[src/design/params_pkg.sv]
package params_pkg;

  // writeback result source, decoded in wb_stage
  typedef enum logic [1:0] {
    RESULT_SEL_ALU_RESULT      = 2'd0,
    RESULT_SEL_MEM_DATA        = 2'd1,
    RESULT_SEL_NEXT_INSTR_ADDR = 2'd2,
    RESULT_SEL_CSR_READ_DATA   = 2'd3
  } result_sel_e;

  // exception carried down the pipe
  typedef struct packed {
    logic        valid;
    logic [31:0] cause;
    logic [31:0] tval;
  } trap_info_t;

  // mcause seen as one word or as interrupt flag plus code
  typedef union packed {
    logic [31:0] raw;
    struct packed {
      logic        intr;
      logic [30:0] code;
    } fields;
  } mcause_u;

  // instruction leaving the memory stage
  typedef struct packed {
    logic        valid;
    logic        intr;
    logic [31:0] pc;
    logic [31:0] next_pc;
    logic [31:0] pc_plus_4;
    logic [31:0] insn;
    // source operands
    logic [4:0]  rs1_addr;
    logic [4:0]  rs2_addr;
    logic [31:0] rs1_rdata;
    logic [31:0] rs2_rdata;
    // destination
    logic [4:0]  rd_addr;
    result_sel_e result_sel;
    logic [31:0] alu_csr_result;
    logic [31:0] load_rdata;
    logic [31:0] csr_rdata;
    // csr access
    logic [11:0] csr_addr;
    logic [31:0] csr_wdata;
    logic [31:0] csr_wmask;
    logic [31:0] csr_rmask;
    // data memory access
    logic [3:0]  mem_rmask;
    logic [3:0]  mem_wmask;
    logic [31:0] mem_rdata;
    logic [31:0] mem_wdata;
    trap_info_t  carried_trap;
  } mem_wb_t;

  // riscv formal interface retirement record
  typedef struct packed {
    logic        valid;
    logic        intr;
    logic [31:0] pc_rdata;
    logic [31:0] pc_wdata;
    logic [31:0] insn;
    // register file
    logic [4:0]  rs1_addr;
    logic [4:0]  rs2_addr;
    logic [4:0]  rd_addr;
    logic [31:0] rs1_rdata;
    logic [31:0] rs2_rdata;
    logic [31:0] rd_wdata;
    // csr
    logic [11:0] csr_addr;
    logic [31:0] csr_wdata;
    logic [31:0] csr_wmask;
    logic [31:0] csr_rdata;
    logic [31:0] csr_rmask;
    // memory
    logic [3:0]  mem_rmask;
    logic [31:0] mem_rdata;
    logic [3:0]  mem_wmask;
    logic [31:0] mem_wdata;
    trap_info_t  trap;
  } rvfi_t;

  // machine csr addresses
  localparam logic [11:0] MSCRATCH = 12'h340;
  localparam logic [11:0] MTVEC    = 12'h305;
  localparam logic [11:0] MEPC     = 12'h341;
  localparam logic [11:0] MCAUSE   = 12'h342;
  localparam logic [11:0] MTVAL    = 12'h343;

endpackage

[src/design/csr_file.sv]
`timescale 1ns/1ps

module csr_file
  import params_pkg::*;
#(
  parameter logic [31:0] MTVEC_RESET = 32'h0000_0100
) (
  input  logic        clk_i,
  input  logic        rst_i,
  input  logic        valid_i,
  input  logic [11:0] csr_addr_i,
  input  logic [31:0] csr_wdata_i,
  input  logic [31:0] csr_wmask_i,
  input  logic        trap_valid_i,
  input  trap_info_t  trap_i,
  input  logic [31:0] pc_i,
  input  logic [11:0] csr_raddr_i,
  output logic [31:0] csr_rdata_o,
  output logic [31:0] trap_vector_o
);

  logic [31:0] mscratch;
  logic [31:0] mtvec;
  logic [31:0] mepc;
  logic [31:0] mtval;
  mcause_u     mcause;
  logic        csr_we;

  // keep old bits where the mask is clear
  function automatic logic [31:0] merge(input logic [31:0] old_val,
                                        input logic [31:0] new_val,
                                        input logic [31:0] mask);
    return (old_val & ~mask) | (new_val & mask);
  endfunction

  assign csr_we = valid_i && (csr_addr_i != 12'd0);

  always_ff @(posedge clk_i) begin
    if (rst_i) begin
      mscratch   <= 32'd0;
      mtvec      <= MTVEC_RESET;
      mepc       <= 32'd0;
      mtval      <= 32'd0;
      mcause.raw <= 32'd0;
    end else if (valid_i && trap_valid_i) begin
      mepc                <= pc_i;
      mtval               <= trap_i.tval;
      mcause.fields.intr  <= trap_i.cause[31];
      mcause.fields.code  <= trap_i.cause[30:0];
    end else if (csr_we) begin
      unique case (csr_addr_i)
        MSCRATCH: mscratch   <= merge(mscratch, csr_wdata_i, csr_wmask_i);
        MTVEC:    mtvec      <= merge(mtvec, csr_wdata_i, csr_wmask_i);
        MEPC:     mepc       <= merge(mepc, csr_wdata_i, csr_wmask_i);
        MCAUSE:   mcause.raw <= merge(mcause.raw, csr_wdata_i, csr_wmask_i);
        MTVAL:    mtval      <= merge(mtval, csr_wdata_i, csr_wmask_i);
        default: begin
          // writes to unimplemented csrs are dropped
        end
      endcase
    end
  end

  always_comb begin
    unique case (csr_raddr_i)
      MSCRATCH: csr_rdata_o = mscratch;
      MTVEC:    csr_rdata_o = mtvec;
      MEPC:     csr_rdata_o = mepc;
      MCAUSE:   csr_rdata_o = mcause.raw;
      MTVAL:    csr_rdata_o = mtval;
      default:  csr_rdata_o = 32'd0;
    endcase
  end

  // vectored mode only offsets interrupts
  always_comb begin
    trap_vector_o = {mtvec[31:2], 2'b00};
    if (mtvec[1:0] == 2'b01 && mcause.fields.intr) begin
      trap_vector_o = {mtvec[31:2], 2'b00} + {mcause.fields.code[29:0], 2'b00};
    end
  end

  // writeback masks the csr address of a trapped instruction
  a_trap_xor_write: assert property (
    @(posedge clk_i) disable iff (rst_i)
    !(trap_valid_i && csr_we)
  ) else $error("csr_file: trap and csr write on the same edge");

endmodule

[src/design/mem_wb_reg.sv]
`timescale 1ns/1ps

module mem_wb_reg
  import params_pkg::*;
(
  input  logic    clk_i,
  input  logic    rst_i,
  input  logic    stall_i,
  input  logic    flush_i,
  input  mem_wb_t mem_wb_d_i,
  output mem_wb_t mem_wb_q_o
);

  mem_wb_t mem_wb_q;

  // flush beats stall, reset looks like a flush
  always_ff @(posedge clk_i) begin
    if (rst_i || flush_i) begin
      mem_wb_q <= '0;
    end else if (!stall_i) begin
      mem_wb_q <= mem_wb_d_i;
    end
  end

  assign mem_wb_q_o = mem_wb_q;

  // only a real instruction can carry an exception
  a_trap_needs_valid: assert property (
    @(posedge clk_i) disable iff (rst_i)
    mem_wb_d_i.carried_trap.valid |-> mem_wb_d_i.valid
  ) else $error("mem_wb_reg: trap carried by a bubble");

endmodule

[src/design/regfile.sv]
`timescale 1ns/1ps

module regfile
  import params_pkg::*;
#(
  parameter int NUM_REGS = 32
) (
  input  logic        clk_i,
  input  logic        rst_i,
  input  logic        we_i,
  input  logic [4:0]  rd_addr_i,
  input  logic [31:0] rd_wdata_i,
  input  logic [4:0]  rs1_addr_i,
  input  logic [4:0]  rs2_addr_i,
  output logic [31:0] rs1_rdata_o,
  output logic [31:0] rs2_rdata_o
);

  logic [31:0] regs [NUM_REGS];

  // x0 and missing registers read zero
  function automatic logic [31:0] read_reg(input logic [4:0] addr);
    logic [31:0] data;
    data = 32'd0;
    if (addr != 5'd0 && addr < NUM_REGS) begin
      data = regs[addr];
    end
    return data;
  endfunction

  always_ff @(posedge clk_i) begin
    if (rst_i) begin
      regs <= '{default: '0};
    end else if (we_i && rd_addr_i != 5'd0 && rd_addr_i < NUM_REGS) begin
      regs[rd_addr_i] <= rd_wdata_i;
    end
  end

  // no bypass, reads see state after the edge
  assign rs1_rdata_o = read_reg(rs1_addr_i);
  assign rs2_rdata_o = read_reg(rs2_addr_i);

  // decode upstream must respect the rv32e register count
  a_rd_in_range: assert property (
    @(posedge clk_i) disable iff (rst_i)
    we_i |-> rd_addr_i < NUM_REGS
  ) else $error("regfile: write to x%0d beyond NUM_REGS", rd_addr_i);

endmodule

[src/design/wb_stage.sv]
`timescale 1ns/1ps

module wb_stage
  import params_pkg::*;
(
  input  logic        clk_i,
  input  logic        rst_i,
  input  mem_wb_t     wb_pipeline_q,
  // csr write address
  output logic [11:0] wb_csr_addr_o,
  // regfile write port
  output logic [4:0]  wb_rd_addr_o,
  output logic [31:0] wb_rd_wdata_o,
  // trap to csr block
  output logic        wb_trap_valid_o,
  // retirement record
  output rvfi_t       rvfi_o
);

  trap_info_t  wb_trap;
  logic        trap_hit;
  logic [4:0]  rd_addr_masked;
  logic [11:0] csr_addr_masked;
  logic [31:0] rd_wdata_sel;
  logic [31:0] rd_wdata_masked;

  assign trap_hit = wb_pipeline_q.carried_trap.valid;
  assign wb_trap  = trap_hit ? wb_pipeline_q.carried_trap : '0;

  // an excepted instruction writes nothing
  assign rd_addr_masked  = trap_hit ? 5'd0 : wb_pipeline_q.rd_addr;
  assign csr_addr_masked = trap_hit ? 12'd0 : wb_pipeline_q.csr_addr;

  always_comb begin
    unique case (wb_pipeline_q.result_sel)
      RESULT_SEL_ALU_RESULT:      rd_wdata_sel = wb_pipeline_q.alu_csr_result;
      RESULT_SEL_MEM_DATA:        rd_wdata_sel = wb_pipeline_q.load_rdata;
      RESULT_SEL_NEXT_INSTR_ADDR: rd_wdata_sel = wb_pipeline_q.pc_plus_4;
      RESULT_SEL_CSR_READ_DATA:   rd_wdata_sel = wb_pipeline_q.csr_rdata;
    endcase
  end

  // x0 target reports zero data
  assign rd_wdata_masked = (rd_addr_masked != 5'd0) ? rd_wdata_sel : 32'd0;

  assign wb_csr_addr_o   = csr_addr_masked;
  assign wb_rd_addr_o    = rd_addr_masked;
  assign wb_rd_wdata_o   = rd_wdata_masked;
  assign wb_trap_valid_o = wb_trap.valid;

  always_comb begin
    // pc and instruction
    rvfi_o.valid     = wb_pipeline_q.valid;
    rvfi_o.intr      = wb_pipeline_q.intr;
    rvfi_o.pc_rdata  = wb_pipeline_q.pc;
    rvfi_o.pc_wdata  = wb_pipeline_q.next_pc;
    rvfi_o.insn      = wb_pipeline_q.insn;
    // registers
    rvfi_o.rs1_addr  = wb_pipeline_q.rs1_addr;
    rvfi_o.rs2_addr  = wb_pipeline_q.rs2_addr;
    rvfi_o.rd_addr   = rd_addr_masked;
    rvfi_o.rs1_rdata = wb_pipeline_q.rs1_rdata;
    rvfi_o.rs2_rdata = wb_pipeline_q.rs2_rdata;
    rvfi_o.rd_wdata  = rd_wdata_masked;
    // csr
    rvfi_o.csr_addr  = csr_addr_masked;
    rvfi_o.csr_wdata = wb_pipeline_q.csr_wdata;
    rvfi_o.csr_wmask = wb_pipeline_q.csr_wmask;
    rvfi_o.csr_rdata = wb_pipeline_q.csr_rdata;
    rvfi_o.csr_rmask = wb_pipeline_q.csr_rmask;
    // memory
    rvfi_o.mem_rmask = wb_pipeline_q.mem_rmask;
    rvfi_o.mem_rdata = wb_pipeline_q.mem_rdata;
    rvfi_o.mem_wmask = wb_pipeline_q.mem_wmask;
    rvfi_o.mem_wdata = wb_pipeline_q.mem_wdata;
    rvfi_o.trap      = wb_trap;
  end

  // upstream computes the link value from the retiring pc
  a_link_matches_pc: assert property (
    @(posedge clk_i) disable iff (rst_i)
    wb_pipeline_q.valid |-> wb_pipeline_q.pc_plus_4 == wb_pipeline_q.pc + 32'd4
  ) else $error("wb_stage: pc_plus_4 does not follow pc");

endmodule

[src/design/wb_subsys_top.sv]
`timescale 1ns/1ps

module wb_subsys_top
  import params_pkg::*;
#(
  parameter int          NUM_REGS    = 32,
  parameter logic [31:0] MTVEC_RESET = 32'h0000_0100
) (
  input  logic        clk_i,
  input  logic        rst_i,
  input  logic        stall_i,
  input  logic        flush_i,
  input  mem_wb_t     mem_wb_d_i,
  // debug register reads
  input  logic [4:0]  rs1_addr_i,
  input  logic [4:0]  rs2_addr_i,
  output logic [31:0] rs1_rdata_o,
  output logic [31:0] rs2_rdata_o,
  // csr read port and trap target
  input  logic [11:0] csr_raddr_i,
  output logic [31:0] csr_rdata_o,
  output logic [31:0] trap_vector_o,
  output logic        trap_valid_o,
  output rvfi_t       rvfi_o
);

  mem_wb_t     mem_wb_q;
  logic [11:0] wb_csr_addr;
  logic [4:0]  wb_rd_addr;
  logic [31:0] wb_rd_wdata;

  mem_wb_reg i_mem_wb_reg (
    .clk_i      (clk_i),
    .rst_i      (rst_i),
    .stall_i    (stall_i),
    .flush_i    (flush_i),
    .mem_wb_d_i (mem_wb_d_i),
    .mem_wb_q_o (mem_wb_q)
  );

  wb_stage i_wb_stage (
    .clk_i           (clk_i),
    .rst_i           (rst_i),
    .wb_pipeline_q   (mem_wb_q),
    .wb_csr_addr_o   (wb_csr_addr),
    .wb_rd_addr_o    (wb_rd_addr),
    .wb_rd_wdata_o   (wb_rd_wdata),
    .wb_trap_valid_o (trap_valid_o),
    .rvfi_o          (rvfi_o)
  );

  // bubbles carry valid low and never write
  regfile #(
    .NUM_REGS (NUM_REGS)
  ) i_regfile (
    .clk_i       (clk_i),
    .rst_i       (rst_i),
    .we_i        (mem_wb_q.valid),
    .rd_addr_i   (wb_rd_addr),
    .rd_wdata_i  (wb_rd_wdata),
    .rs1_addr_i  (rs1_addr_i),
    .rs2_addr_i  (rs2_addr_i),
    .rs1_rdata_o (rs1_rdata_o),
    .rs2_rdata_o (rs2_rdata_o)
  );

  csr_file #(
    .MTVEC_RESET (MTVEC_RESET)
  ) i_csr_file (
    .clk_i         (clk_i),
    .rst_i         (rst_i),
    .valid_i       (mem_wb_q.valid),
    .csr_addr_i    (wb_csr_addr),
    .csr_wdata_i   (mem_wb_q.csr_wdata),
    .csr_wmask_i   (mem_wb_q.csr_wmask),
    .trap_valid_i  (trap_valid_o),
    .trap_i        (rvfi_o.trap),
    .pc_i          (mem_wb_q.pc),
    .csr_raddr_i   (csr_raddr_i),
    .csr_rdata_o   (csr_rdata_o),
    .trap_vector_o (trap_vector_o)
  );

endmodule

[config.mk]
export PLATFORM = sky130hd
export DESIGN_NAME = wb_subsys_top
export DESIGN_NICKNAME = d
export VERILOG_FILES = /design/src/design/params_pkg.sv /design/src/design/csr_file.sv /design/src/design/mem_wb_reg.sv /design/src/design/regfile.sv /design/src/design/wb_stage.sv /design/src/design/wb_subsys_top.sv
export SDC_FILE = /design/constraint.sdc
export NUM_CORES = 2
export LEC_CHECK = 0
export BUFFER_PORTS_ARGS = -buffer_cell sky130_fd_sc_hd__buf_2
export CAP_MARGIN = 0
export CORE_AREA = 3 3 483 485
export CTS_CLUSTER_DIAMETER = 150
export DETAILED_ROUTE_END_ITERATION = 7
export DIE_AREA = 0 0 486 488
export GPL_TIMING_DRIVEN = 0
export PLACE_DENSITY = 0.66
export RECOVER_POWER = 100
export SLEW_MARGIN = 25
export SYNTH_ARGS = -nofsm -noshare
export SYNTH_HDL_FRONTEND = slang
export SYNTH_SLANG_ARGS = --single-unit
[constraint.sdc]
create_clock -name clk_i -period 6.2 [get_ports clk_i]
set_input_delay 1.24 -clock clk_i [delete_from_list [all_inputs] [get_ports clk_i]]
set_output_delay 1.24 -clock clk_i [all_outputs]
set_load 0.005 [all_outputs]
==> results.md <==
* RSZ-0062 raised after global routing: no
* Die Ht at a little under 500 um
* CP arrival at between 4000 and 5000 ps
* Synth Area in Compound Gates at 0.0892
* Post-Place Worst Slack at just under 300 ps
* Routed vias at between 80000 and 90000
* I/O pins at approximately 1200
* Top FF cell, synth: dfxtp_1
* Synth Area in Simple Gates at 0.166
* Area growth, synth to finish at 18.8%
* Actual slew at the worst max-slew pin at ~2100 ps
* R2R setup slack at 1210 ps
* Inst Count DP at about 13000
* Gr ovfl total at 0
* Max IR drop VDD at around 250 uV
* Gpl congestion at roughly 1.0
* Post-synth top cells: nor2_1 (2697), dfxtp_1 (1736), a21oi_1 (1080)
* Crit path required time at about 5000 ps
* Fin worst setup slack at between 20 and 25 ps
* DRT iter0 DRCs at between 10000 and 15000
* Fin nets at between 10000 and 15000
* TritonCTS clock tree: yes
* Xor/xnor share of the synthesized area at 0.00176
* CP Launch Type: primary input
* Final count of hold timing violations at 0
* Slew headroom at -0.406
* Max-slew violations at 45
* EDFF count, synth at 0
* Post-synthesis sequential area ratio at 0.410
* Worst-case clock skew at about 94 ps
* Vias in the first global route at between 70000 and 80000
* Port bufs at about 1200
* Syn Std Cell Area at 84700 um^2
* First-pass DRT Iterations at 8
* Seq cells post-synth at around 1700
* Core Box Area at roughly 230000 um^2
* Post-synth top area cell: dfxtp_1
* TritonCTS buffer count at between 150 and 200
* Setup Buffers After CTS at 0
* Total track usage at 0.363
* Post-DP HPWL at between 300000 and 400000 um
* Largest net degree at the start of global routing at 17
* Insertion delay to the later sink of the worst-skew pair at 880 ps
* Die X at about 490 um
* First-pass GRT wire length at between 500000 and 600000 um
* Most common cell in the netlist: nor2_1
* Critical-path maximum fanout at 10
* Non-Filler Instances at around 14000
* Worst setup EP type: primary output
* Min Tclk post-route at slightly above 6000 ps
* Layout cell share with drive strength beyond 1 at 0.217
* Post-Synth Adder-Cell Area at 0.00452
* Top post-synthesis cells by area: dfxtp_1 (41%), mux4_2 (18%), nor2_1 (12%)
* Total power at around 26 mW
* Worst Hold Class: reg2reg
* F_max at ~0.16 GHz
* Initial antenna violation count at around 150
* Synth cell types at 72
* Effective utilization at floorplan at 0.369
* Post-layout util at 0.438
* Vias per inst at around 5.9
* Setup Viol. Count Final at 0
* Number of remaining DRC errors at 9
* Clock buffer depth at 3
* Failing checks: DRC, capacitance limit, slew limit
* Area share of the largest cell type after synthesis at 0.410
* Cell Pwr Density at approximately 260 nW/um^2
* Sum Neg Setup Slack at 0 ps
* Ys async rst share at 0
* Largest family of logic cells by synthesized area: multiplexers
* Outcome: finished with violations
* Post-route ant nets at 0
* Clk slew on worst S/H paths at 60 ps
* Die area at 237000 um^2
* Row count at approximately 180
* WL/cell at about 32 um
* Post-synthesis mux area share at 0.252
* Kind of critical path: in2out
* Period utilisation layout at 0.996
* Max cap viols at 4
* Final wirelength at between 400000 and 500000 um
* Syn Area/Cell at 9.17 um^2
* Cts hold-fix bufs at 0
* Mapped Cells at around 9200
* Number of clock sinks at 1736
* Post-CTS sizing at 0
* Synth warnings at 0
* H-Tree Depth at 4
* LEAKAGE at 39.3 nW
* Root Buffer: clkbuf_16
[flip-flops by register name, summed over array words and instances (netlist names), named ones only]
register and count:
i_regfile.regs 1024, i_mem_wb_reg.mem_wb_q_o 552
[worst paths after layout]
check | start | cells past startpoint | endpoint
worst min register to register | flop | 2 | flop
worst max register to register | i_mem_wb_reg.mem_wb_q_o[64]$_SDFFE_PP0N_ | 8 | i_regfile.regs[752]$_SDFFE_PP0P_
worst min-delay path | flop | 2 | flop
worst max-delay path | rs1_addr_i[1] | 9 | rs1_rdata_o[20]
[critical path: stages]
cell,delay (ps)
clkbuf_1,370
clkbuf_1,660
buf_6,250
clkbuf_1,520
mux4_2,430
mux4_2,530
mux2i_1,680
nor2_1,90
clkbuf_2,150
[metrics by stage]
stage | area [um^2] | hold slack (ps)
finish | 101000 | 456
detailed placement | 94600 | 446
CTS | 101000 | 455
floorplan | 84700 | 432
global route | 101000 | 473
global placement | 94400 | 442
[cells in the final DEF, fill, tap and decap left out, types with 76 or more instances in the layout]
master,n
a21oi_1,1080
clkbuf_1,1060
clkbuf_16,194
dfxtp_1,1736
buf_4,149
nor2_1,2698
mux2i_1,617
o21ai_0,90
clkbuf_4,120
nand3_1,176
nand2_1,428
mux4_2,672
inv_1,76
buf_2,1017
[layout make-up]
type                       instances  area [um^2]
clock buffer                     269         5590
tap                             3026         3790
multi-input combinational       6226        43500
inverter                          76          285
antenna                           72          180
fill                           23000       129000
timing repair buffer            1190         5660
buffer                          1207         5750
clock inverter                    81         1170
sequential                      1736        34800
[cells by family after synthesis]
group,after synthesis
AO/OA/AOI/OAI,1368
XOR/XNOR,17
adder cells (fa/ha/maj),30
buffers and inverters,1283
flip-flops,1736
multiplexers,1290
other,1
AND/OR/NAND/NOR,3519
[report_power, final]
part	internal (mW)	total, mW	switching, mW
sequential	11.3	11.4	0.163
clock	7.12	12.3	5.23
combinational	0.701	2.03	1.33
[per-layer routing]
metal  track usage  vias to the layer above  share of wire
met5             0                        -         0.0024
met4         0.256                      112          0.087
met3         0.149                     1237           0.14
met2         0.512                     5677           0.41
met1         0.448                    39700           0.36
li1              -                    34500              -
Note: power is estimated with default switching activity, not from simulation.
